--- src/source/dcache_pkg.sv ---
`default_nettype none

package dcache_pkg;

    // Cache geometry
    localparam int XLEN            = 32;
    localparam int WORDS_PER_BLOCK = 4;
    localparam int NUM_WAYS        = 2;
    localparam int NUM_SETS        = 128;
    localparam int TAG_BITS        = 21;
    localparam int INDEX_BITS      = 7;
    localparam int WORD_OFF_BITS   = 2;
    localparam int BYTE_OFF_BITS   = 2;
    localparam int BLOCK_OFF_BITS  = WORD_OFF_BITS + BYTE_OFF_BITS;

    // Backing store of 16 KB in blocks
    localparam int MEM_BLOCKS = 1024;

    localparam logic [2:0] FUNCT3_B  = 3'b000;
    localparam logic [2:0] FUNCT3_H  = 3'b001;
    localparam logic [2:0] FUNCT3_W  = 3'b010;
    localparam logic [2:0] FUNCT3_BU = 3'b100;
    localparam logic [2:0] FUNCT3_HU = 3'b101;

    typedef enum logic [1:0] {
        SIZE_B = 2'd0,
        SIZE_H = 2'd1,
        SIZE_W = 2'd2
    } load_size_e;

    typedef struct packed {
        load_size_e size;
        logic       is_unsigned;
    } load_kind_t;

    // Word 0 sits in the low bits
    typedef logic [WORDS_PER_BLOCK-1:0][XLEN-1:0] block_t;

    typedef struct packed {
        logic [TAG_BITS-1:0]      tag;
        logic [INDEX_BITS-1:0]    index;
        logic [WORD_OFF_BITS-1:0] word_off;
        logic [BYTE_OFF_BITS-1:0] byte_off;
        logic [XLEN/8-1:0]        byte_en;
        logic [XLEN-1:0]          store_data;
        load_kind_t               kind;
    } dcache_req_t;

    typedef struct packed {
        logic            valid;
        logic [XLEN-1:0] addr;
        block_t          data;
    } write_back_t;

endpackage

`default_nettype wire

--- src/source/load_align.sv ---
`timescale 1ns/1ps
`default_nettype none

module load_align (
    input  dcache_pkg::dcache_req_t       req,
    input  logic [dcache_pkg::XLEN-1:0]   hit_word,
    output logic [dcache_pkg::XLEN-1:0]   load_data
);
    import dcache_pkg::*;

    logic [7:0]  load_byte;
    logic [15:0] load_half;
    logic        byte_sign;
    logic        half_sign;

    assign load_byte = hit_word[{req.byte_off, 3'b000} +: 8];
    assign load_half = hit_word[{req.byte_off[1], 4'b0000} +: 16];

    // Unsigned loads fill with zeros
    assign byte_sign = load_byte[7] && !req.kind.is_unsigned;
    assign half_sign = load_half[15] && !req.kind.is_unsigned;

    always_comb begin
        case (req.kind.size)
            SIZE_B:  load_data = {{(XLEN-8){byte_sign}}, load_byte};
            SIZE_H:  load_data = {{(XLEN-16){half_sign}}, load_half};
            default: load_data = hit_word;
        endcase
    end

endmodule

`default_nettype wire

--- config.mk ---
export PLATFORM = sky130hd
export DESIGN_NAME = load_align
export DESIGN_NICKNAME = d
export VERILOG_FILES = /design/src/source/dcache_pkg.sv /design/src/source/load_align.sv
export SDC_FILE = /design/constraint.sdc
export NUM_CORES = 1
export LEC_CHECK = 0
export BUFFER_PORTS_ARGS = -buffer_cell sky130_fd_sc_hd__buf_2
export CELL_PAD_IN_SITES_DETAIL_PLACEMENT = 2
export CELL_PAD_IN_SITES_GLOBAL_PLACEMENT = 2
export CORE_ASPECT_RATIO = 0.8
export CORE_UTILIZATION = 10
export DETAILED_ROUTE_END_ITERATION = 8
export GPL_TIMING_DRIVEN = 0
export PLACE_DENSITY = 0.93
export SYNTH_ARGS = -nofsm -noshare
export SYNTH_HDL_FRONTEND = slang
export SYNTH_SLANG_ARGS = --single-unit
--- constraint.sdc ---
create_clock -name vclk -period 1.66
set_input_delay 0.332 -clock vclk [all_inputs]
set_output_delay 0.332 -clock vclk [all_outputs]
set_load 0.005 [all_outputs]
; Word level (Yosys, flattened, before mapping)
; Cells that the tools add are included.
[word_totals]
register_bits = 0
out_inout_bits = 32
[op_classes]
eq_ne = 1
shift = 2
mux = 1
reduce_logical = 4
[op_table]
columns = op, n
row1 = $pmux W32 S2, 1
row2 = $shiftx A32 B6 Y16, 1
row3 = $shiftx A32 B6 Y8, 1
row4 = $eq A2 B1 Y1 const B, 1
row5 = $logic_and A1 B1 Y1, 2
row6 = $logic_not A2 Y1, 1
row7 = $logic_not A1 Y1, 1

; Depth between registers and ports, before layout
; Gate-level depths: netlist of the first run.
[logic_depth]
depth_word = 3
ltp_mapped = 7
ltp_nobuf = 4

; Worst setup path before layout of the first run
; OpenSTA, ideal clock, no wires.
[synth_timing]
path_type = input-to-output
startpoint = in req[2] in the netlist's numbering
endpoint = out load_data[16] in the netlist's numbering
t_arrival_ns = 1.327
t_required_ns = 1.328
path_slack_ns = 0.001
stages = 7
path_buffers = 3
path_cell_list = buf_2 -> nor3_1 -> a22oi_2 -> and2_1 -> buf_6 -> buf_6 -> a21oi_2
[synth_via]
elab_chain_cells = 2
[synth_lines]
columns = element, line
row1 = from (decl), load_align.sv:5  ; input dcache_pkg::dcache_req_t req,
row2 = $eq A2 B1 Y1 / $logic_not A2 Y1 (equally long branches), load_align.sv:24  ; case (req.kind.size)
row3 = $pmux W32 S2 (*), load_align.sv:24
row4 = to (decl), load_align.sv:7  ; output logic [dcache_pkg::XLEN-1:0] load_data
; Mark *: on every way between the ends. The rest lies on a longest branch, timed or not.

; Worst setup path in the final report of the first run
[layout_timing]
startpoint = in req[40] in the netlist's numbering
endpoint = out load_data[26] in the netlist's numbering
[layout_via]
elab_chain_cells = 3
[layout_lines]
columns = element, line
row1 = $shiftx A32 B6 Y16 / $shiftx A32 B6 Y8 (equally long branches), "load_align.sv:17, load_align.sv:16"
row2 = $logic_and A1 B1 Y1 (on tied branches), "load_align.sv:21, load_align.sv:20"
row3 = $pmux W32 S2 (*), load_align.sv:24
; Marked as above.

==> results of run 1 <==
-- layout by cell type, fill, tap and decap left out --
cell type   n
a21oi_1    17
a21oi_2    14
a21oi_4     1
a22oi_1     7
a22oi_2     2
a31oi_4     1
and2_4      1
buf_12      2
buf_2      66
buf_4      10
buf_6       6
buf_8       2
clkbuf_1    2
clkbuf_2    1
clkbuf_4    1
inv_1       1
mux2_2      6
mux2_4      4
mux2i_1     1
nand2_1    25
nor2_1      1
nor2b_1     9
nor2b_4     1
nor3_4      1
nor3b_2     1
nor4_4      1
o21ai_0     5
o21ai_1     2
o21bai_4    1
o22ai_1     1
or2_2       1
-- timing repair --
| item | 4_1_cts | 5_1_grt |
|---|---|---|
| gates resized for setup | 43 | 7 |
| endpoints found under the setup margin | 32 | 32 |
| buffers inserted | 12 | 0 |
| cloned | 1 | 0 |
| pin swaps | 8 | 5 |
-- stage by stage --
step | cells | power [mW] | area, um2
2_1_floorplan | 117 | 0.185 | 714
3_3_place_gp | 272 | 0.353 | 1160
3_5_place_dp | 272 | 0.367 | 1160
4_1_cts | 283 | 0.461 | 1440
5_1_grt | 281 | 0.493 | 1430
6_report | 281 | 0.451 | 1430
-- metal layers --
| layer | vias to the layer above | routed length [um] | track usage, % |
|---|---|---|---|
| li1 | 570 | - | - |
| met1 | 588 | 2020 | 15.3 |
| met2 | 28 | 2540 | 24.7 |
| met3 | 2 | 129 | 0.882 |
| met4 | 0 | 24 | 0.441 |
| met5 | - | 0 | 0 |
-- power groups by stage --
stage | sequential, mW | combinational [mW] | clock [mW]
2_1_floorplan | 0 | 0.185 | 0
5_1_grt | 0 | 0.493 | 0
6_report | 0 | 0.451 | 0
3_3_place_gp | 0 | 0.353 | 0
4_1_cts | 0 | 0.461 | 0
3_5_place_dp | 0 | 0.367 | 0
-- cell families (layout without fill, tap and decap cells) --
group | after synthesis | count (layout) | synth area share [%]
compound gates | 51 | 51 | 45.5
buf+inv | 14 | 91 | 10.5
mux | 11 | 11 | 17.2
simple gates | 41 | 41 | 26.8
-- area by class of cell --
cell class / count / area [um2]
Timing Repair Buffer: 80 / 480
Multi-Input combinational cell: 103 / 753
Fill cell: 852 / 5460
Tap cell: 87 / 109
Inverter: 1 / 3.75
Buffer: 10 / 82.6
-- worst max path at each step --
stage / startpoint / endpoint / slack, ns / depth (start not counted)
global placement: req[39] / load_data[10] / -0.51 / 5
detailed placement: req[39] / load_data[10] / -0.56 / 5
finish: req[40] / load_data[26] / -0.19 / 8
floorplan: req[2] / load_data[16] / 0.001 / 7
global route: req[40] / load_data[26] / -0.23 / 8
CTS: req[40] / load_data[28] / -0.21 / 8
==> qor.yml, run 1 <==
sta:
  worst_slack_ns: -0.190
  tightest_slew_ns: 0.446
  setup_tns_ns: -3.31
  slew_violations: 0
  finalSetupViolCount: 30
  rsz0062_at_grt: "true"
  hold_viol_final: 0
  whs_ns: 0.942
  max_freq_ghz: 0.541
  slew_headroom_pct: 70.2
  final.min_clock_period_ns: 1.85
  fin_crit_sh_pct: 111
setup_path:
  cp_max_fo: 5
  cp-start-kind: "input pin"
  critical-path-top-delay-family: "buffers and inverters"
  path_buf_inv: 4
  crit_chain: "buf_8 > mux2_4 > a22oi_2 > and2_4 > buf_6 > buf_12 > a21oi_2 > buf_2"
  path_class: "in2out"
  critPathCaptureType: "primary output"
  cp_data_required_time_ns: 1.33
  crit_arrival_ns: 1.52
  critPathMaxStageDelay_ns: 0.31
  crit_slowest_cell: "mux2_4"
pwr:
  seq_power_share_pct: 0
  switching_power_mw: 0.228
  swShare_pct: 50.5
  leakage_nw: 0.667
  power.internal_mw: 0.223
  peakVddDrop_v: 0.0000641
  p_clk_share_pct: 0
  comb_power_share_pct: 100.0
  p_per_area_nw_per_um2: 316
synth:
  synthTopCellsByCount: "nand2_1 (25), a21oi_1 (22), a21oi_2 (10), mux2_2 (10), nor2b_1 (10)"
  syn_avg_cell_area_um2: 6.11
  yosys_warnings: 0
  syn_inst: 117
  yosys.area.top_type_share_pct: 15.8
  yosysUniqueCellTypes: 23
  yosysMostFrequentCell: "nand2_1"
  synth.area.top_cells: "mux2_2 (16%), a21oi_1 (15%), nand2_1 (13%)"
  syn_nets: 220
  netlist.top_cell.by_area: "mux2_2"
  syn_area_um2: 714
  ys_seq_area_share_pct: 0
floorplanning:
  start_util_pct: 10.4
  io_pins: 135
  rows: 27
  die_h_um: 77.6
  core_um2: 6890
  fp.dieArea_um2: 7490
  die_w_um: 96.5
worst_hold_path:
  hold_end: "load_data[3]"
  holdPathStages: 4
  hp-class: "in2out"
  min-delay-start: "hit_word[3]"
global_routing:
  grt_pass1_vias: 1370
  grt_pass1_wl_um: 7370
  grt_antenna_before_repair: 0
  grt_overflow: 0
  grt_usage_pct: 12.6
  grt_max_degree: 11
placement:
  gp_congestion: 0.799
  dp_hpwl_um: 3680
  place_worst_setup_slack_ns: -0.561
  port_buffers: 68
status:
  outcome: "finished, violations left"
  violations: "setup timing"
run:
  cap_violations: 0
layout:
  design.seq.count: 0
  register_area_um2: 0
  area_delta_synth_final_pct: 100
  nClkBuffers: 0
  final_util_pct: 20.7
  drive_gt1_share_pct: 63.4
  nets: 299
  antennaDiodeCount: 0
routing:
  dr.pass1.iters: 4
  vias_per_cell: 4.23
  drc: 0
  drt-total-wl_um: 4710
  vias: 1188
  wl_per_cell_um: 16.8
  dr.first_iter.drc_count: 21
  ant_nets: 0
clock_network:
  ctsHoldBuffers: 0
No activity file was read; power rests on OpenSTA's default activity.
==> run 2: changes to the inputs <==
==> constraint.sdc (replaced) <==
create_clock -name vclk -period 1.66
set_input_delay 0.332 -clock vclk [all_inputs]
set_output_delay 0.332 -clock vclk [all_outputs]
set_load 0.05 [all_outputs]
==> qor.yml, run 2 (synthesis results as in run 1) <==
routing:
  ant_nets: 0
  vias_per_cell: 4.30
  dr.pass1.iters: 2
  drc: 0
  drt-total-wl_um: 5120
  vias: 1250
  dr.first_iter.drc_count: 21
  wl_per_cell_um: 17.6
floorplanning:
  core_um2: 6890
  die_w_um: 96.5
  die_h_um: 77.6
  rows: 27
  fp.dieArea_um2: 7490
  io_pins: 135
  start_util_pct: 10.4
layout:
  drive_gt1_share_pct: 77.5
  area_delta_synth_final_pct: 178
  multiInputGateArea_um2: 978
  design.seq.count: 0
  final_util_pct: 28.8
  antennaDiodeCount: 0
  nClkBuffers: 0
  nets: 309
  register_area_um2: 0
  fillers: 792
  final_cell_mix: "buf_2 (33), buf_6 (31), nand2_1 (24)"
  final_common_cell: "buf_2"
pwr:
  peakVddDrop_v: 0.000191
  switching_power_mw: 0.555
  p_clk_share_pct: 0
  p_per_area_nw_per_um2: 472
  comb_power_share_pct: 100.0
  seq_power_share_pct: 0
  swShare_pct: 59.2
  leakage_nw: 0.832
  power.internal_mw: 0.383
global_routing:
  grt_max_degree: 11
  grt_overflow: 0
  grt_usage_pct: 13.1
  grt_antenna_before_repair: 0
  grt_pass1_wl_um: 7570
  grt_pass1_vias: 1438
setup_path:
  crit_start: "req[40]"
  cp-start-kind: "input pin"
  cp_max_fo: 5
  crit_slowest_cell: "mux2_4"
  worst_path_most_repeated_cell: "buf_12"
  critPathMaxStageDelay_ns: 0.29
  crit_chain: "buf_12 > mux2_4 > a22oi_2 > and2_4 > buf_6 > buf_12 > a21oi_4 > buf_8"
  critPathCaptureType: "primary output"
  cp_data_required_time_ns: 1.33
  crit_arrival_ns: 1.59
  path_class: "in2out"
placement:
  dp_hpwl_um: 3650
  port_buffers: 68
  place_worst_setup_slack_ns: -0.566
  gp_congestion: 0.772
worst_hold_path:
  hp-class: "in2out"
  min-delay-start: "hit_word[6]"
  holdPathStages: 4
sta:
  worst_slack_ns: -0.265
  fin_crit_sh_pct: 116
  max_freq_ghz: 0.519
  slew_violations: 0
  rsz0062_at_grt: "true"
  slew_headroom_pct: 73.8
  final.min_clock_period_ns: 1.93
  finalSetupViolCount: 31
  tightest_slew_ns: 0.393
  hold_viol_final: 0
status:
  violations: "setup timing"
  outcome: "finished, violations left"
run:
  cap_violations: 0
clock_network:
  ctsHoldBuffers: 0
run 2: cell type report:
cell class	count	area share, %
buffer	10	4.97
inverter	1	0.189
multi-input combinational	103	49.2
tap	87	5.48
timing repair buffer	90	40.1
run 2: per-layer routing:
metal | part of all wire [%] | track usage [%]
met4 | 1.1 | 1.18
met1 | 41 | 15.7
met5 | 0 | 0
met2 | 56 | 26.2
met3 | 1.6 | 0.196
run 2: final timing paths:
path	slack, ns	endpoint
worst max-delay path	-0.27	load_data[17]
worst min-delay path	1.01	load_data[6]
run 2: power groups by stage:
stage / Sequential [mW] / Combinational [mW] / Clock [mW]
floorplan: 0 / 0.540 / 0
global placement: 0 / 0.709 / 0
detailed placement: 0 / 0.722 / 0
CTS: 0 / 0.894 / 0
global route: 0 / 0.979 / 0
finish: 0 / 0.938 / 0
run 2: critical path: cells and delay by family:
family	cells	cell delay [ns]
multiplexers	1	0.29
AND/OR/NAND/NOR	1	0.23
AO/OA/AOI/OAI	2	0.23
buffers and inverters	4	0.51
run 2: stage by stage:
step	power, mW	setup TNS (ns)	instance area (um2)	hold WS, ns	std cells
2_1_floorplan	0.540	-2.08	1010	0.869	117
3_3_place_gp	0.709	-14.66	1460	1.06	272
3_5_place_dp	0.722	-15.63	1460	1.07	272
4_1_cts	0.894	-8.00	1890	1.03	289
5_1_grt	0.979	-7.54	1990	1.03	291
6_report	0.938	-6.37	1990	1.01	291
run 2: what timing repair did:
| item | in CTS | in global routing |
|---|---|---|
| gates resized for setup | 83 | 31 |
| setup buffers | 16 | 5 |
| pin swaps | 9 | 10 |
| endpoints found under the setup margin | 32 | 32 |
| cloned | 1 | 0 |
