**src/source/dcache_pkg.sv**
```systemverilog
`default_nettype none

package dcache_pkg;

    // Cache geometry
    localparam int XLEN            = 32;
    localparam int WORDS_PER_BLOCK = 4;
    localparam int NUM_WAYS        = 2;
    localparam int NUM_SETS        = 128;
    localparam int TAG_BITS        = 21;
    localparam int INDEX_BITS      = 7;
    localparam int WORD_OFF_BITS   = 2;
    localparam int BYTE_OFF_BITS   = 2;
    localparam int BLOCK_OFF_BITS  = WORD_OFF_BITS + BYTE_OFF_BITS;

    // Backing store of 16 KB in blocks
    localparam int MEM_BLOCKS = 1024;

    localparam logic [2:0] FUNCT3_B  = 3'b000;
    localparam logic [2:0] FUNCT3_H  = 3'b001;
    localparam logic [2:0] FUNCT3_W  = 3'b010;
    localparam logic [2:0] FUNCT3_BU = 3'b100;
    localparam logic [2:0] FUNCT3_HU = 3'b101;

    typedef enum logic [1:0] {
        SIZE_B = 2'd0,
        SIZE_H = 2'd1,
        SIZE_W = 2'd2
    } load_size_e;

    typedef struct packed {
        load_size_e size;
        logic       is_unsigned;
    } load_kind_t;

    // Word 0 sits in the low bits
    typedef logic [WORDS_PER_BLOCK-1:0][XLEN-1:0] block_t;

    typedef struct packed {
        logic [TAG_BITS-1:0]      tag;
        logic [INDEX_BITS-1:0]    index;
        logic [WORD_OFF_BITS-1:0] word_off;
        logic [BYTE_OFF_BITS-1:0] byte_off;
        logic [XLEN/8-1:0]        byte_en;
        logic [XLEN-1:0]          store_data;
        load_kind_t               kind;
    } dcache_req_t;

    typedef struct packed {
        logic            valid;
        logic [XLEN-1:0] addr;
        block_t          data;
    } write_back_t;

endpackage

`default_nettype wire

```
**src/source/access_decode.sv**
```systemverilog
`timescale 1ns/1ps
`default_nettype none

module access_decode (
    input  logic                          req_rd,
    input  logic                          req_wr,
    input  logic [dcache_pkg::XLEN-1:0]   addr,
    input  logic [dcache_pkg::XLEN-1:0]   write_data,
    input  logic [2:0]                    funct3,
    output dcache_pkg::dcache_req_t       req
);
    import dcache_pkg::*;

    logic [XLEN/8-1:0] lane_mask;
    logic [XLEN-1:0]   lane_data;
    logic [4:0]        shift;

    assign shift = {addr[1:0], 3'b000};

    always_comb begin
        case (funct3)
            FUNCT3_B, FUNCT3_BU: begin
                lane_mask = 4'b0001 << addr[1:0];
                lane_data = {24'b0, write_data[7:0]} << shift;
            end
            FUNCT3_H, FUNCT3_HU: begin
                // Halfword lane picked by byte offset bit 1
                lane_mask = addr[1] ? 4'b1100 : 4'b0011;
                lane_data = addr[1] ? {write_data[15:0], 16'b0} : {16'b0, write_data[15:0]};
            end
            default: begin
                lane_mask = 4'b1111;
                lane_data = write_data;
            end
        endcase
    end

    always_comb begin
        req.tag        = addr[XLEN-1 -: TAG_BITS];
        req.index      = addr[BLOCK_OFF_BITS +: INDEX_BITS];
        req.word_off   = addr[BYTE_OFF_BITS +: WORD_OFF_BITS];
        req.byte_off   = addr[BYTE_OFF_BITS-1:0];
        // No lanes are touched unless this is a store
        req.byte_en    = req_wr ? lane_mask : '0;
        req.store_data = lane_data;
        req.kind       = '{size: SIZE_W, is_unsigned: 1'b0};
        if (req_rd && !req_wr) begin
            case (funct3)
                FUNCT3_B:  req.kind = '{size: SIZE_B, is_unsigned: 1'b0};
                FUNCT3_H:  req.kind = '{size: SIZE_H, is_unsigned: 1'b0};
                FUNCT3_BU: req.kind = '{size: SIZE_B, is_unsigned: 1'b1};
                FUNCT3_HU: req.kind = '{size: SIZE_H, is_unsigned: 1'b1};
                default:   req.kind = '{size: SIZE_W, is_unsigned: 1'b0};
            endcase
        end
    end

endmodule

`default_nettype wire

```
**config.mk**
```make
export PLATFORM = sky130hd
export DESIGN_NAME = access_decode
export DESIGN_NICKNAME = d
export VERILOG_FILES = /design/src/source/dcache_pkg.sv /design/src/source/access_decode.sv
export SDC_FILE = /design/constraint.sdc
export NUM_CORES = 1
export LEC_CHECK = 0
export ABC_AREA = 0
export BUFFER_PORTS_ARGS = -buffer_cell sky130_fd_sc_hd__buf_2
export CAP_MARGIN = 0
export CORE_MARGIN = 1.5
export CORE_UTILIZATION = 24
export DETAILED_ROUTE_END_ITERATION = 7
export PLACE_DENSITY = 0.81
export SYNTH_ARGS = -nofsm -noshare
export SYNTH_HDL_FRONTEND = slang
export SYNTH_SLANG_ARGS = --single-unit
```
**constraint.sdc**
```tcl
create_clock -name vclk -period 1.2
set_clock_uncertainty 0.2 [all_clocks]
set_input_delay 0.24 -clock vclk [all_inputs]
set_output_delay 0.24 -clock vclk [all_outputs]
set_load 0.1 [all_outputs]
```
* Word-level counts from Yosys, hierarchy flattened *
Cells that the tools add are included.

word-level totals
  flip-flop bits (word level) = 0
  memories kept = 0
  memory bits (writable) = 0
  input bits = 69
  word-level logic and storage cells = 17
  bits in latches = 0
  memory bits (read-only) = 0

cells by class
  bitwise operators = 0
  muxes and demuxes = 7
  $lt $le $gt $ge = 0
  divide/modulo/power cells = 0
  multiply operators = 0
  shifts and indexed selects = 2
  equality and inequality tests = 3
  reductions and logical operators = 5
  add/subtract/negate cells = 0

operators with widths
  kind                                                  number
  case mux 32 bit (2 select lines)                      1
  2-to-1 mux 32 bit                                     1
  << shifter 8 x 5 -> 32 bit                            1
  case mux 3 bit (4 select lines)                       1
  2-to-1 mux 4 bit                                      2
  case mux 4 bit (2 select lines)                       1
  equality test 3 bit (second input constant)           2
  OR reduction 2 bit                                    2
  << shifter 1 x 2 -> 4 bit (first input constant)      1
  equality test 3 x 1 -> 1 bit (second input constant)  1
  logical NOT 3 bit                                     1
  2-to-1 mux 3 bit                                      1
  logical AND 1 bit                                     1
  logical NOT 1 bit                                     1

* Longest topological paths before layout *
Gate-level depths: netlist of the first run.

  depth in word-level cells = 4
  mapped depth = 4
  depth with buffers taken out = 3

* Worst setup path after synthesis of the first run *
Ideal clock, no wire load.

  kind = input-to-output
  start = in funct3[0]
  end = out req[11] in the netlist's numbering
  path slack = -0.771 ns
  stages on the path = 3
  arrival = 1.531 ns
  buffers on the path = 0
  required time = 0.760 ns
  path through = nand2b_4 nor3_2 a22o_1

RTL lines
  what         RTL line             source
  from (decl)  access_decode.sv:9   input logic [2:0] funct3,
  to (decl)    access_decode.sv:10  output dcache_pkg::dcache_req_t req

==> key figures, run 1 <==
Yosys
  – Multiplexer area fraction after synthesis: 0%
  – Post-synthesis compound-gate area fraction: 43.5%
  – Synth warn: 0
  – Synthesized area: 707 um^2
  – Register area share after synthesis: 0%
  – Synth unique cells: 16
  – Synth Area in XOR/XNOR: 0%
  – Mapped Cells: 96
  – Largest family of logic cells by synthesized area: compound AO/OA/AOI/OAI gates
  – Mapped Nets: 165
  – Post-Synth Simple-Gate Area: 18.8%
  – Syn Area/Cell: 7.36 um^2
  – Synthesized-area fraction occupied by adder cells: 0%

Hold path
  – Hold Path Origin: addr[20]
  – Tightest Hold Check Type: in -> out
  – Hold path endpoint: req[59]
  – Hold Path Cell Cnt: 0

STA
  – # setup viols final: 39
  – RSZ-0062 raised after global routing: yes
  – Worst hold slack: 0.280 ns
  – Post-route setup slack: -0.563 ns
  – Final hold violation count: 0
  – Max Slew Vio Count: 0
  – FMAX: 0.567 GHz
  – Worst Tran Pin Value: 0.210 ns
  – Period utilisation layout: 147%
  – Rel. slew slack: 86.0%
  – Min Tclk post-route: 1.76 ns

Floorplanning
  – I/O pins: 140
  – Core Area: 2780 um^2
  – Die width: 57.3 um
  – Die Height: 57.3 um
  – Die footprint: 3280 um^2
  – Starting density of the core: 25.4%
  – # rows: 19

Finish
  – Most common cell after layout, fill and taps aside: buf_12
  – Fill cell count: 132
  – Proportion of layout cells with a drive suffix above 1: 93.5%
  – Area Overhead vs Synth: 210%
  – Most frequent cells in the layout: buf_12, buf_2, buf_4
  – Total Nets Final: 241
  – # clk buffers: 0
  – Seq_cells: 0
  – Final Util: 78.7%
  – # diodes: 0
  – Sequential cell area: 0 um^2

Critical path
  – Worst path required time: 0.76 ns
  – Crit-path max FO: 8
  – Startpoint types: input port
  – CP Class: in -> out
  – WP data arrival: 1.32 ns
  – Critical Path End Type: output pin

Clocking
  – # hold bufs at CTS: 0

Place
  – DP Wirelength: 3230 um
  – Final Wtd Congestion: 0.793
  – PortBufs: 80

Detailed routing
  – Detailed Route Iter0 Violations: 53
  – Antenna viol nets, final: 0
  – Router iterations before antenna repair: 4
  – Vias per cell: 5.67
  – Vias after detailed routing: 1139
  – Routed WL per cell: 25.3 um
  – WL final: 5080 um
  – Drt drc: 0

Global route
  – Grt met3 use: 5.67%
  – Largest net degree at the start of global routing: 10
  – Vias in the first global route: 1208
  – Met1 Track Usage GR: 36.5%
  – Met2 Track Usage GR: 53.4%
  – Total track usage: 30.6%
  – Global-route wire length before repair: 7480 um
  – GRT overflow: 0
  – Initial antenna violation count: 0
  – Gr busiest metal: met2

Power and ir drop
  – Peak supply drop: 691 uV
  – PwrDens: 784 nW/um^2
  – P_leak: 1.07 nW

Outcome
  – Violated checks: setup timing
  – Status: finished, violations left

Run
  – Maxcap violations: 0
-- final cells by class --
| class | instances | area [um^2] | share of cell area (%) |
|---|---|---|---|
| inverters | 1 | 3.75 | 0.171 |
| multi-input cells | 59 | 766 | 35.0 |
| well taps | 31 | 38.8 | 1.77 |
| repair buffers | 110 | 1380 | 63.1 |
-- through the flow --
stage | instance area (um^2) | setup WS (ns) | setup TNS, ns | instances | power (mW)
floorplan | 1020 | -0.411 | -10.88 | 96 | 1.46
global placement | 1930 | -0.896 | -27.53 | 186 | 1.56
detailed placement | 1930 | -0.934 | -28.73 | 186 | 1.59
CTS | 2170 | -0.556 | -16.90 | 196 | 1.69
global route | 2190 | -0.592 | -18.07 | 201 | 1.75
finish | 2190 | -0.563 | -17.23 | 201 | 1.72
-- logic make-up after synthesis --
| kind of cell | Yosys count |
|---|---|
| and+or+nand+nor | 21 |
| AOI/OAI and AO/OA | 37 |
| buffers and inverters | 38 |
-- how the worst max path moves through the flow --
stage,end,startpoint,cells after the start,slack (ns)
floorplan,req[36],funct3[0],3,-0.41
global placement,req[19],funct3[1],5,-0.90
detailed placement,req[23],funct3[1],5,-0.93
CTS,req[33],addr[1],6,-0.56
global route,req[30],addr[1],6,-0.59
finish,req[27],addr[1],6,-0.56
-- where the power goes --
part | switching (mW) | total (mW) | internal, mW | leakage [nW]
Clock | 0 | 0 | 0 | 0
Combinational | 1.03 | 1.72 | 0.691 | 1.07
Sequential | 0 | 0 | 0 | 0
Total | 1.03 | 1.72 | 0.691 | 1.07
-- metal layers --
metal / wire [um] / up-vias / part of all wire [%]
li1: - / 475 / -
met2: 2510 / 83 / 49
met4: 245 / 0 / 4.8
met1: 1870 / 551 / 37
met3: 453 / 30 / 8.9
met5: 0 / - / 0
-- worst max-delay path: stages --
cell	delay, ns
buf_8	0.09
buf_6	0.12
and3b_2	0.28
a22o_1	0.24
a21o_4	0.19
buf_12	0.16
-- what timing repair did --
| item | CTS | global route |
|---|---|---|
| gates resized for setup | 25 | 3 |
| setup buffers | 7 | 6 |
| pin swaps | 16 | 13 |
| setup endpoints to repair | 39 | 39 |
| gates cloned | 3 | 0 |
-- cell usage after synthesis --
master     n  share of area [%]
nand2_1    1               0.53
buf_4     32                 34
nor2_1     4                2.1
nor2b_1    1               0.89
and3b_1    1                1.2
nand2b_1   1               0.89
a21o_1    10                 11
a22o_1    24                 30
and2_1     9                8.0
nand2b_4   1                1.9
inv_1      1               0.53
and3_1     2                1.8
clkbuf_1   2                1.1
nor3_2     1                1.4
buf_2      3                2.1
o21a_1     3                3.2
No activity file was read; power rests on OpenSTA's default activity.
==> run 2, diff against run 1 <==
--- a/config.mk
+++ b/config.mk
@@ -9,9 +9,9 @@
 export BUFFER_PORTS_ARGS = -buffer_cell sky130_fd_sc_hd__buf_2
 export CAP_MARGIN = 0
 export CORE_MARGIN = 1.5
-export CORE_UTILIZATION = 24
+export CORE_UTILIZATION = 26
 export DETAILED_ROUTE_END_ITERATION = 7
-export PLACE_DENSITY = 0.81
+export PLACE_DENSITY = 0.83
 export SYNTH_ARGS = -nofsm -noshare
 export SYNTH_HDL_FRONTEND = slang
 export SYNTH_SLANG_ARGS = --single-unit
==> constraint.sdc (replaced) <==
create_clock -name vclk -period 1.7
set_clock_uncertainty 0.2 [all_clocks]
set_input_delay 0.34 -clock vclk [all_inputs]
set_output_delay 0.34 -clock vclk [all_outputs]
set_load 0.1 [all_outputs]
==> key figures, run 2 (synthesis results as in run 1) <==
Outcome
  – Status: finished, violations left
  – Violated checks: setup timing

Floorplanning
  – Core Area: 2520 um^2 (-9.3%)
  – I/O pins: 140 (unchanged)
  – Die Height: 55.1 um (-3.7%)
  – Die footprint: 3040 um^2 (-7.3%)
  – Die width: 55.1 um (-3.7%)
  – # rows: 18 (-1)
  – Starting density of the core: 28.0% (+2.6 points)

Critical path
  – Critical Path End Type: output pin
  – WP data arrival: 1.42 ns (+0.10 ns)
  – CP Class: in -> out
  – Crit-path max FO: 8 (unchanged)
  – Startpoint types: input port
  – Worst path required time: 1.16 ns (+0.40 ns)

Finish
  – Multi-input logic area: 669 um^2 (-13%)
  – Final Util: 76.4% (-2.3 points)
  – Most frequent cells in the layout: buf_12, buf_2, a22o_4
  – Sequential cell area: 0 um^2 (unchanged)
  – Most common cell after layout, fill and taps aside: buf_12
  – Area Overhead vs Synth: 173%
  – Fill cell count: 143 (+8.3%)
  – Total Nets Final: 228 (-5.4%)
  – Seq_cells: 0 (unchanged)
  – # diodes: 0 (unchanged)
  – # clk buffers: 0 (unchanged)
  – Proportion of layout cells with a drive suffix above 1: 91.7% (-1.8 points)

Detailed routing
  – Routed WL per cell: 19.3 um (-24%)
  – WL final: 3610 um (-29%)
  – Vias after detailed routing: 980 (-14%)
  – Router iterations before antenna repair: 4 (unchanged)
  – Detailed Route Iter0 Violations: 5 (-91%)
  – Antenna viol nets, final: 0 (unchanged)
  – Drt drc: 0 (unchanged)
  – Vias per cell: 5.24 (-7.5%)

Global route
  – Total track usage: 21.6% (-9.0 points)
  – Largest net degree at the start of global routing: 13 (+3)
  – Global-route wire length before repair: 4770 um (-36%)
  – Vias in the first global route: 958 (-21%)
  – Initial antenna violation count: 0 (unchanged)
  – GRT overflow: 0 (unchanged)

Hold path
  – Tightest Hold Check Type: in -> out
  – Hold Path Cell Cnt: 0 (unchanged)

STA
  – RSZ-0062 raised after global routing: yes
  – Worst hold slack: 0.480 ns (+0.200 ns)
  – Setup TNS: -4.99 ns (+12.24 ns)
  – Min Tclk post-route: 1.96 ns
  – FMAX: 0.510 GHz
  – Worst Tran Pin Value: 0.200 ns (-0.00963 ns)
  – Period utilisation layout: 115%
  – Final hold violation count: 0 (unchanged)
  – Max Slew Vio Count: 0 (unchanged)
  – # setup viols final: 38 (-2.6%)
  – Rel. slew slack: 86.6% (+0.60 points)
  – Post-route setup slack: -0.261 ns (+0.302 ns)

Place
  – DP Wirelength: 2580 um (-20%)
  – Final Wtd Congestion: 0.768 (-3.1%)
  – PortBufs: 80 (unchanged)

Power and ir drop
  – Peak supply drop: 451 uV (-35%)
  – P_leak: 0.947 nW (-11%)
  – PwrDens: 578 nW/um^2 (-26%)

Run
  – Maxcap violations: 0 (unchanged)
run 2: changes by cell type in the layout (fill, tap and decap cells not counted), sizes merged:
cell / previous run / this run
buf: 110 / 97
run 2: power breakdown:
part	total, mW	internal, mW	switching (mW)	leakage [nW]
Sequential	0	0	0	0
Combinational	1.11	0.434	0.680	0.947
Clock	0	0	0	0
run 2: final cells by class:
type	count	share of cell area, %
inverters	1	0.195
multi-input cells	59	34.7
well taps	30	1.95
repair buffers	97	63.1
run 2: critical path: stages:
cell	delay (ns)
buf_6	0.10
buf_6	0.12
and3b_2	0.28
a22o_1	0.21
a21o_2	0.20
buf_12	0.16
run 2: path summary, 6_finish.rpt:
kind	end	start	slack, ns
max	req[30]	addr[1]	-0.26
min	req[44]	addr[5]	0.48
run 2: repair_timing:
action / 4_1_cts / 5_1_grt
buffers inserted: 6 / 1
pin swaps: 24 / 8
setup endpoints to repair: 38 / 39
cloned: 1 / 0
hold buffers: 0 / 0
gates resized for setup: 38 / 4
run 2: routing by layer:
metal	vias to the layer above	wire, um	track usage [%]	share of wire, %
met3	6	262	3.76	7.3
met1	471	1140	20.4	31
met2	56	2190	46.8	61
met5	-	0	0	0
li1	447	-	-	-
met4	0	18	4.47	0.50
run 2: metrics by stage:
step	setup slack (ns)	area, um^2	std cells	power [mW]
2_1_floorplan	-0.246	812	96	0.968
3_3_place_gp	-0.512	1690	180	1.03
3_5_place_dp	-0.560	1690	180	1.04
4_1_cts	-0.252	1910	187	1.10
5_1_grt	-0.288	1930	187	1.14
6_report	-0.261	1930	187	1.11
==> run 3, diff against run 2 <==
==> constraint.sdc (replaced) <==
create_clock -name vclk -period 1.7
set_clock_uncertainty 0.2 [all_clocks]
set_input_delay 0.085 -clock vclk [all_inputs]
set_output_delay 0.085 -clock vclk [all_outputs]
set_load 0.1 [all_outputs]
==> key figures, run 3 (synthesis results as in run 1) <==
Finish
  – Total Nets Final: 244 (+7.0%)
  – # clk buffers: 0 (unchanged)
  – Fill cell count: 173 (+21%)
  – Most common cell after layout, fill and taps aside: buf_2
  – Proportion of layout cells with a drive suffix above 1: 49.7% (-42 points)
  – Multi-input logic area: 440 um^2 (-34%)
  – # diodes: 0 (unchanged)
  – Most frequent cells in the layout: buf_2, buf_12, dlygate4sd3_1
  – Sequential cell area: 0 um^2 (unchanged)
  – Seq_cells: 0 (unchanged)
  – Area Overhead vs Synth: 150%

Critical path
  – Startpoint types: input port
  – CP max stage cell: dlygate4sd3_1
  – CP Class: in -> out
  – Crit-path max FO: 1 (-7)
  – Worst path max stage delay: 1.20 ns (+0.92 ns)
  – Critical Path End Type: output pin
  – Largest delay share family, worst path: buffers and inverters
  – CP Buf/Inv Count: 1 (-2)
  – WP data arrival: 1.29 ns (-0.13 ns)
  – CP cell instances: dlygate4sd3_1
  – Worst path required time: 1.41 ns (+0.25 ns)

Place
  – DP Wirelength: 2480 um (-3.9%)
  – PortBufs: 80 (unchanged)
  – Final Wtd Congestion: 0.780 (+1.5%)
  – Pre-CTS setup slack: 0.239 ns (+0.799 ns)

Global route
  – GRT overflow: 0 (unchanged)
  – Largest net degree at the start of global routing: 14 (+1)
  – Initial antenna violation count: 0 (unchanged)
  – Global-route wire length before repair: 4200 um (-12%)
  – Total track usage: 18.7% (-3.0 points)
  – Vias in the first global route: 916 (-4.4%)

Floorplanning
  – Die width: 55.1 um (unchanged)
  – # rows: 18 (unchanged)
  – Starting density of the core: 28.0% (unchanged)
  – I/O pins: 140 (unchanged)
  – Die footprint: 3040 um^2 (unchanged)
  – Die Height: 55.1 um (unchanged)
  – Core Area: 2520 um^2 (unchanged)

Outcome
  – Status: finished, final reports clean

STA
  – Worst Tran Pin Value: 1.01 ns (+0.807 ns)
  – Final hold violation count: 0 (unchanged)
  – FMAX: 0.634 GHz (+24%)
  – Post-route setup slack: 0.124 ns (+0.385 ns)
  – Max Slew Vio Count: 0 (unchanged)
  – Period utilisation layout: 92.7% (-23 points)
  – RSZ-0062 raised after global routing: no
  – Setup TNS: 0 ns (+4.99 ns)
  – Rel. slew slack: 32.6% (-54 points)
  – # setup viols final: 0 (-100%)
  – Min Tclk post-route: 1.58 ns (-0.385 ns)

Detailed routing
  – WL final: 3260 um (-9.8%)
  – Vias after detailed routing: 1021 (+4.2%)
  – Detailed Route Iter0 Violations: 10 (+5)
  – Vias per cell: 5.03 (-4.0%)
  – Antenna viol nets, final: 0 (unchanged)
  – Router iterations before antenna repair: 4 (unchanged)
  – Routed WL per cell: 16.0 um (-17%)
  – Drt drc: 0 (unchanged)

Clocking
  – # resized after CTS: 0 (-100%)

Power and ir drop
  – PwrDens: 739 nW/um^2 (+28%)
  – P_leak: 0.896 nW (-5.4%)
  – Peak supply drop: 509 uV (+13%)

Hold path
  – Tightest Hold Check Type: in -> out

Run
  – Maxcap violations: 0 (unchanged)
[run 3: changes by cell type in the layout (fill, tap and decap cells not counted), sizes merged]
cell and delta:
buf -13, a21o -1, dlygate4sd3 +30
[run 3: report_power, final]
part / leakage (nW) / switching, mW / internal (mW)
Clock: 0 / 0 / 0
Combinational: 0.896 / 0.931 / 0.377
Sequential: 0 / 0 / 0
Total: 0.896 / 0.931 / 0.377
[run 3: routing by layer]
layer  GRT usage [%]  vias up  part of all wire, %
met2            40.3       72                   59
met1            20.0      478                   32
met3            1.34        0                  8.7
li1                -      471                    -
met4           0.813        0                    0
met5               0        -                    0
[run 3: stage by stage]
step / power (mW) / cell area, um^2 / utilization (%) / instances / hold WS, ns
after global routing: 1.34 / 1770 / 70.1 / 203 / 0.393
after CTS: 1.31 / 1770 / 70.1 / 203 / 0.383
final: 1.31 / 1770 / 70.1 / 203 / 0.382
after global placement: 0.965 / 1470 / 58.2 / 173 / -0.0291
after floorplan: 0.935 / 707 / - / 96 / 0.182
after detailed placement: 0.971 / 1470 / 58.2 / 173 / -0.0291
[run 3: timing repair]
action,CTS,global route
endpoints found under the hold margin,30,0
buffers inserted,0,0
hold buffers,30,0
endpoints found under the setup margin,0,0
[run 3: layout make-up]
class / count / area share (%)
inverters: 1 / 0.212
multi-input cells: 58 / 24.9
repair buffers: 114 / 72.8
well taps: 30 / 2.12
[run 3: worst paths after layout]
kind | from | end | depth (start not counted) | slack (ns)
hold / removal | req_rd | req[2] | 3 | 0.38
setup / recovery | addr[3] | req[42] | 1 | 0.12
